File: src/hdl/bt_air_pkg.sv
`default_nettype none

package bt_air_pkg;

  // access code sync word
  localparam int SYNC_LEN   = 64;
  localparam int SYNC_CNT_W = 7;        // holds 0..64 agreeing bits

  // packet header, after FEC 1/3 majority vote
  localparam int HDR_LEN      = 18;
  localparam int HDR_INFO_LEN = 10;     // lt_addr .. seqn, covered by the HEC
  localparam int HDR_CNT_W    = 5;      // counts 0..18 header bits

  // data whitening, g(D) = D^7 + D^4 + 1
  localparam int WHT_LEN = 7;
  localparam int WHT_TAP = 4;           // stage that takes the feedback xor

  // header error check, g(D) = D^8 + D^7 + D^5 + D^2 + D + 1
  // the D^8 term is the feedback itself; the remaining terms are the taps
  localparam int               HEC_LEN  = 8;
  localparam logic [HEC_LEN-1:0] HEC_POLY = 8'hA7;

  // saturating count of bad headers kept for firmware
  localparam int HEC_ERR_W = 8;

endpackage

`default_nettype wire

File: src/hdl/bt_hdr_pkg.sv
`default_nettype none

package bt_hdr_pkg;

  import bt_air_pkg::*;

  // header fields, first bit on air sits at bit 0
  typedef struct packed {
    logic [HEC_LEN-1:0] hec;           // first hec bit on air at hec[0]
    logic               seqn;
    logic               arqn;
    logic               flow;
    logic [3:0]         ptype;
    logic [2:0]         lt_addr;
  } hdr_fields_t;

  // raw view is filled by the bit shifter, field view decodes the same word
  typedef union packed {
    hdr_fields_t        fields;
    logic [HDR_LEN-1:0] raw;
  } hdr_word_u;

  // basic-rate packet type codes
  typedef enum logic [3:0] {
    PT_NULL = 4'h0,
    PT_POLL = 4'h1,
    PT_FHS  = 4'h2,
    PT_DM1  = 4'h3,
    PT_DH1  = 4'h4
  } ptype_e;

endpackage

`default_nettype wire

File: src/hdl/bt_bitstream_if.sv
`timescale 1ns/1ps
`default_nettype none

interface bt_bitstream_if;

  logic bit_val;      // current bit, or a status bit on the header link
  logic bit_en;       // one-cycle qualifier for bit_val
  logic pkt_start;    // sync word ended on the previous strobe
  logic pkt_abort;    // header in progress was dropped

  modport src (
    output bit_val,
    output bit_en,
    output pkt_start,
    output pkt_abort
  );

  modport dst (
    input bit_val,
    input bit_en,
    input pkt_start,
    input pkt_abort
  );

endinterface

`default_nettype wire

File: src/hdl/sync_correlator.sv
`timescale 1ns/1ps
`default_nettype none

module sync_correlator
  import bt_air_pkg::*;
(
  input  logic                  m_clk_6M,
  input  logic                  rst_n,
  input  logic                  rxbit,
  input  logic                  rxbit_en,
  input  logic [SYNC_LEN-1:0]   syncword,
  input  logic [SYNC_CNT_W-1:0] correthreshold,
  output logic                  sync_hit,
  bt_bitstream_if.src           bs
);

  logic [SYNC_LEN-2:0]   window;      // last 63 bits, newest at the top
  logic [SYNC_LEN-1:0]   win_next;    // window including the bit now arriving
  logic [SYNC_LEN-1:0]   agree;
  logic [SYNC_CNT_W-1:0] agree_cnt;
  logic                  hit_d;
  logic                  hit_q;
  logic                  abort_q;
  logic [HDR_CNT_W-1:0]  hdr_left;    // header bits still expected after a hit

  // sync word goes out LSB first, so the oldest bit ends up at bit 0
  assign win_next = {rxbit, window};
  assign agree    = ~(win_next ^ syncword);

  // population count of agreeing positions
  always_comb begin
    agree_cnt = '0;
    for (int i = 0; i < SYNC_LEN; i++) begin
      agree_cnt = agree_cnt + SYNC_CNT_W'(agree[i]);
    end
  end

  assign hit_d = rxbit_en & (agree_cnt >= correthreshold);

  always_ff @(posedge m_clk_6M) begin
    if (!rst_n) begin
      window     <= '0;
      hit_q      <= 1'b0;
      abort_q    <= 1'b0;
      hdr_left   <= '0;
      bs.bit_val <= 1'b0;
      bs.bit_en  <= 1'b0;
    end else begin
      hit_q      <= hit_d;
      abort_q    <= hit_d & (hdr_left != '0);   // re-hit inside a header
      bs.bit_val <= rxbit;                      // stream forwarded, one cycle late
      bs.bit_en  <= rxbit_en;
      if (rxbit_en) begin
        window <= win_next[SYNC_LEN-1:1];
      end
      if (hit_d) begin
        hdr_left <= HDR_CNT_W'(HDR_LEN);
      end else if (rxbit_en && hdr_left != '0) begin
        hdr_left <= hdr_left - 1'b1;
      end
    end
  end

  // hit and framing pulse leave together, in the cycle after the last sync strobe
  assign sync_hit     = hit_q;
  assign bs.pkt_start = hit_q;
  assign bs.pkt_abort = abort_q;

endmodule

`default_nettype wire

File: src/hdl/header_dewhiten_hec.sv
`timescale 1ns/1ps
`default_nettype none

module header_dewhiten_hec
  import bt_air_pkg::*;
  import bt_hdr_pkg::*;
(
  input  logic               m_clk_6M,
  input  logic               rst_n,
  input  logic               rxwhitening,
  input  logic [6:1]         clk_bits,
  input  logic [HEC_LEN-1:0] uap,
  bt_bitstream_if.dst        bs,
  bt_bitstream_if.src        hs,
  output hdr_word_u          hdr_word
);

  logic                 busy;        // collecting header bits
  logic [HDR_CNT_W-1:0] bit_cnt;
  logic [WHT_LEN-1:0]   wht;         // whitening lfsr, output at the top stage
  logic [HEC_LEN-1:0]   hec_reg;
  logic [HDR_LEN-2:0]   raw_q;       // bits already received, oldest at bit 0
  logic                 bit_d;       // de-whitened bit
  logic                 take_bit;
  logic                 last_bit;

  // one step of D^7 + D^4 + 1, output fed back to stage 0 and xored at the tap
  function automatic logic [WHT_LEN-1:0] wht_step(input logic [WHT_LEN-1:0] r);
    logic [WHT_LEN-1:0] n;
    n          = {r[WHT_LEN-2:0], r[WHT_LEN-1]};
    n[WHT_TAP] = n[WHT_TAP] ^ r[WHT_LEN-1];
    return n;
  endfunction

  // one step of the hec generator
  function automatic logic [HEC_LEN-1:0] hec_step(input logic [HEC_LEN-1:0] r,
                                                  input logic               d);
    logic fb;
    fb = d ^ r[HEC_LEN-1];
    return {r[HEC_LEN-2:0], 1'b0} ^ ({HEC_LEN{fb}} & HEC_POLY);
  endfunction

  assign bit_d = bs.bit_val ^ (rxwhitening & wht[WHT_LEN-1]);

  // the strobe that comes with pkt_start is still the last sync bit
  assign take_bit = busy & bs.bit_en & ~bs.pkt_start;
  assign last_bit = take_bit & (bit_cnt == HDR_CNT_W'(HDR_LEN - 1));

  // word as it stands after the current bit, valid while last_bit is high
  always_comb begin
    hdr_word.raw = {bit_d, raw_q};
  end

  assign hs.bit_en    = last_bit;                             // done strobe
  assign hs.bit_val   = (hdr_word.fields.hec == hec_reg);     // hec_ok
  assign hs.pkt_start = 1'b0;
  assign hs.pkt_abort = bs.pkt_abort & busy;                  // header dropped

  always_ff @(posedge m_clk_6M) begin
    if (!rst_n) begin
      busy    <= 1'b0;
      bit_cnt <= '0;
    end else if (bs.pkt_start) begin
      busy    <= 1'b1;                  // a re-hit restarts collection here too
      bit_cnt <= '0;
    end else if (take_bit) begin
      bit_cnt <= bit_cnt + 1'b1;
      if (last_bit) begin
        busy <= 1'b0;
      end
    end
  end

  // shifters are seeded on every pkt_start
  always_ff @(posedge m_clk_6M) begin
    if (bs.pkt_start) begin
      wht     <= {1'b1, clk_bits};     // stage 6 set, clk1..clk6 below
      hec_reg <= uap;
    end else if (take_bit) begin
      raw_q <= hdr_word.raw[HDR_LEN-1:1];
      wht   <= wht_step(wht);
      if (bit_cnt < HDR_CNT_W'(HDR_INFO_LEN)) begin
        hec_reg <= hec_step(hec_reg, bit_d);   // info bits only
      end
    end
  end

endmodule

`default_nettype wire

File: src/hdl/header_capture.sv
`timescale 1ns/1ps
`default_nettype none

module header_capture
  import bt_air_pkg::*;
  import bt_hdr_pkg::*;
(
  input  logic                 m_clk_6M,
  input  logic                 rst_n,
  bt_bitstream_if.dst          hs,
  input  hdr_word_u            hdr_word,
  output logic                 hdr_valid,
  output logic [2:0]           lt_addr,
  output logic [3:0]           ptype,
  output logic                 flow,
  output logic                 arqn,
  output logic                 seqn,
  output logic                 hec_ok,
  output logic [HEC_ERR_W-1:0] hec_err_cnt
);

  hdr_fields_t fields_q;
  logic        bad_hdr;

  // failed check, or a header lost to a re-hit
  assign bad_hdr = (hs.bit_en & ~hs.bit_val) | hs.pkt_abort;

  always_ff @(posedge m_clk_6M) begin
    if (!rst_n) begin
      hdr_valid   <= 1'b0;
      fields_q    <= '0;
      hec_ok      <= 1'b0;
      hec_err_cnt <= '0;
    end else begin
      hdr_valid <= hs.bit_en;
      if (hs.bit_en) begin
        fields_q <= hdr_word.fields;   // held until the next header
        hec_ok   <= hs.bit_val;
      end
      if (bad_hdr && hec_err_cnt != '1) begin
        hec_err_cnt <= hec_err_cnt + 1'b1;   // sticks at all ones
      end
    end
  end

  assign lt_addr = fields_q.lt_addr;
  assign ptype   = fields_q.ptype;
  assign flow    = fields_q.flow;
  assign arqn    = fields_q.arqn;
  assign seqn    = fields_q.seqn;

endmodule

`default_nettype wire

File: src/hdl/bt_rx_front.sv
`timescale 1ns/1ps
`default_nettype none

module bt_rx_front
  import bt_air_pkg::*;
  import bt_hdr_pkg::*;
(
  input  logic                  m_clk_6M,
  input  logic                  rst_n,
  input  logic                  rxbit,
  input  logic                  rxbit_en,
  input  logic                  rxwhitening,
  input  logic [SYNC_LEN-1:0]   syncword,
  input  logic [SYNC_CNT_W-1:0] correthreshold,
  input  logic [6:1]            clk_bits,
  input  logic [HEC_LEN-1:0]    uap,
  output logic                  sync_hit,
  output logic                  hdr_valid,
  output logic [2:0]            lt_addr,
  output logic [3:0]            ptype,
  output logic                  flow,
  output logic                  arqn,
  output logic                  seqn,
  output logic                  hec_ok,
  output logic [HEC_ERR_W-1:0]  hec_err_cnt
);

  bt_bitstream_if bit_link ();   // correlator to header decoder
  bt_bitstream_if hdr_link ();   // header decoder to capture

  hdr_word_u hdr_word;

  sync_correlator u_sync_correlator (
    .m_clk_6M       (m_clk_6M),
    .rst_n          (rst_n),
    .rxbit          (rxbit),
    .rxbit_en       (rxbit_en),
    .syncword       (syncword),
    .correthreshold (correthreshold),
    .sync_hit       (sync_hit),
    .bs             (bit_link.src)
  );

  header_dewhiten_hec u_header_dewhiten_hec (
    .m_clk_6M    (m_clk_6M),
    .rst_n       (rst_n),
    .rxwhitening (rxwhitening),
    .clk_bits    (clk_bits),
    .uap         (uap),
    .bs          (bit_link.dst),
    .hs          (hdr_link.src),
    .hdr_word    (hdr_word)
  );

  header_capture u_header_capture (
    .m_clk_6M    (m_clk_6M),
    .rst_n       (rst_n),
    .hs          (hdr_link.dst),
    .hdr_word    (hdr_word),
    .hdr_valid   (hdr_valid),
    .lt_addr     (lt_addr),
    .ptype       (ptype),
    .flow        (flow),
    .arqn        (arqn),
    .seqn        (seqn),
    .hec_ok      (hec_ok),
    .hec_err_cnt (hec_err_cnt)
  );

endmodule

`default_nettype wire

File: config.mk
export PLATFORM = sky130hd
export DESIGN_NAME = bt_rx_front
export DESIGN_NICKNAME = d
export VERILOG_FILES = /design/src/hdl/bt_air_pkg.sv /design/src/hdl/bt_hdr_pkg.sv /design/src/hdl/bt_bitstream_if.sv /design/src/hdl/sync_correlator.sv /design/src/hdl/header_dewhiten_hec.sv /design/src/hdl/header_capture.sv /design/src/hdl/bt_rx_front.sv
export SDC_FILE = /design/constraint.sdc
export NUM_CORES = 1
export LEC_CHECK = 0
export BUFFER_PORTS_ARGS = -buffer_cell sky130_fd_sc_hd__buf_4
export CORE_ASPECT_RATIO = 0.8
export CORE_MARGIN = 2
export CORE_UTILIZATION = 50
export CTS_BUF_LIST = sky130_fd_sc_hd__clkbuf_8
export DETAILED_ROUTE_END_ITERATION = 8
export PLACE_DENSITY_LB_ADDON = 0.12
export SLEW_MARGIN = 25
export SYNTH_ARGS = -nofsm -noshare
export SYNTH_HDL_FRONTEND = slang
export SYNTH_HIERARCHICAL = 1
export SYNTH_SLANG_ARGS = --single-unit
File: constraint.sdc
create_clock -name m_clk_6M -period 7.6 [get_ports m_clk_6M]
set_input_delay 0 -clock m_clk_6M [delete_from_list [all_inputs] [get_ports m_clk_6M]]
set_output_delay 0 -clock m_clk_6M [all_outputs]
set_load 0.01 [all_outputs]
==> out/metrics.yaml <==
status:
  run_status: "finished, final reports clean"
sta:
  skew_ps: 9.96
  timing_hold_violations_final: 0
  unrepaired_setup_endpoints_after_global_routing: "no"
  max_slew_violations: 0
  slew_headroom_pct: 37.0
  setup_viol: 0
  tightest_slew_ps: 946
  period_share_pct: 94.5
  final.setup.tns_ps: 0
  timing.fmax_mhz: 139
  finalWorstPathRequiredPeriod_ps: 7180
setup_path:
  critPathArrivalTime_ps: 7500
  timing_worst_setup_path_type: "flip-flop to flip-flop"
  worst-path-max-fanout: 5
  worstSetupStartpointType: "flip-flop"
  reg2regPathDepth: 24
  cp-end-kind: "flip-flop"
  cp_required_ps: 7920
layout:
  max_ffs_per_register: 63
  post_route_cells_drive_above_1_share_pct: 19.4
  final_common_cell: "sky130_fd_sc_hd__buf_4"
  num-fill-cells: 1192
  flow.area_growth_from_synthesis_pct: 19.8
  reg.largest.list: "u_sync_correlator/window: 63 flops, u_header_dewhiten_hec/raw_q: 17 flops"
  antenna_fix_cells: 0
  top_register: "u_sync_correlator/window"
  final_cell_mix: "sky130_fd_sc_hd__buf_4, sky130_fd_sc_hd__dfxtp_1, sky130_fd_sc_hd__mux2i_1"
  fin_nets: 959
die:
  dieArea_um2: 15700
  ios: 111
  standard_cell_core_area_um2: 14300
  effective_utilization_at_floorplan_pct: 51.3
  overall_die_height_um: 112
  die_w_um: 139
  placement_rows: 39
global_route:
  global_route.usage.total_pct: 19.9
  grt_pass1_wl_um: 24500
  first_global_vias: 4982
  grt_max_degree: 63
  grt-ovfl-total: 0
  grt_antenna_before_repair: 0
synthesis:
  syn_inst: 664
  synth_fp_nets: 835
  syn_area_um2: 7340
  synth_warnings: 6
  post_synthesis_mean_instance_area_um2: 11.1
route:
  via_per_inst: 4.96
  average_wire_per_cell_in_the_routed_design_um: 15.1
  drc: 0
  antenna_left: 0
  initialDrtViolationCount: 293
  routed-via-count: 4885
  drt-pass1-iter-count: 5
  detail_route.wirelength_um: 14800
clock_network:
  cts_buffer_depth: 2
  cts_buffers: 17
  post-cts-setup-buffer-count: 0
  cts.reportedPaths.clkPinSlew_ps: 70
  tritoncts: "built"
  clock_insertion_delay_worst_skew_ps: 440
  ctsRootBufferMaster: "sky130_fd_sc_hd__clkbuf_8"
  htree_num_levels: 4
  clock_sink_count: 130
worst_hold_path:
  min_path_cells: 3
  holdCritPathClass: "input port to flip-flop"
run:
  drv_cap: 0
placed_design:
  place.detailed.hpwl_um: 11200
  gp_congestion: 0.827
  place.port_buffers: 110
## per-stage QoR
step | setup WS [ps] | area (um2) | hold slack (ps) | cells | utilization, %
global placement | 602 | 8270 | 269 | 936 | 57.9
global route | 135 | 8790 | 60.9 | 985 | 61.5
floorplan | 766 | 7340 | 122 | 664 | -
finish | 419 | 8790 | 67.9 | 985 | 61.5
detailed placement | 454 | 8270 | 279 | 936 | 57.9
CTS | 423 | 8790 | 39.5 | 985 | 61.5
## path summary, 6_finish.rpt
path | start | end | slack, ps
min reg2reg | u_header_dewhiten_hec/raw_q[4] | u_header_dewhiten_hec/raw_q[3] | 440
max reg2reg | u_sync_correlator/window[45] | u_sync_correlator/hdr_left[3] | 420
max | u_sync_correlator/window[45] | u_sync_correlator/hdr_left[3] | 420
min | rxbit_en | u_sync_correlator/window[21] | 70
## worst max-delay path, stage by stage (launching register included)
cell	delay [ps]
sky130_fd_sc_hd__dfxtp_1	330
sky130_fd_sc_hd__xor2_1	180
sky130_fd_sc_hd__fa_1	540
sky130_fd_sc_hd__inv_1	50
sky130_fd_sc_hd__fa_1	550
sky130_fd_sc_hd__inv_1	70
sky130_fd_sc_hd__fa_1	590
sky130_fd_sc_hd__fa_1	460
sky130_fd_sc_hd__fa_1	480
sky130_fd_sc_hd__fa_1	520
sky130_fd_sc_hd__fa_1	510
sky130_fd_sc_hd__fa_1	540
sky130_fd_sc_hd__inv_1	40
sky130_fd_sc_hd__ha_1	200
sky130_fd_sc_hd__inv_1	70
sky130_fd_sc_hd__fa_1	190
sky130_fd_sc_hd__inv_1	50
sky130_fd_sc_hd__a21o_1	140
sky130_fd_sc_hd__a21oi_1	200
sky130_fd_sc_hd__xnor2_1	150
sky130_fd_sc_hd__ha_1	270
sky130_fd_sc_hd__a211oi_1	240
sky130_fd_sc_hd__nor2_1	90
sky130_fd_sc_hd__a211o_1	330
sky130_fd_sc_hd__a211oi_1	270
## cell type report
type                            instances  area [um2]  area share, %
Clock inverter                         14         101           1.15
Timing Repair Buffer                  128        1000           11.4
Multi-Input combinational cell        449        4060           46.2
Sequential cell                       130        2910           33.1
Inverter                               62         234           2.66
Tap cell                              184         230           2.62
Clock buffer                           18         248           2.82
## timing repair
action,in CTS,in global routing
hold buffers,17,0
endpoints found under the hold margin,43,0
resized for setup,0,0
## layer usage
layer / global-route usage, % / vias to the layer above / share of wire [%]
met5: 0 / - / 0
met4: 5.12 / 0 / 0.61
met3: 6.06 / 9 / 5.7
met2: 30.0 / 125 / 44
met1: 28.3 / 2313 / 49
li1: - / 2438 / -
Power is left out: the tool's default activity adds up to more than one toggle a clock period on the data nets, which glitch-free logic cannot reach.
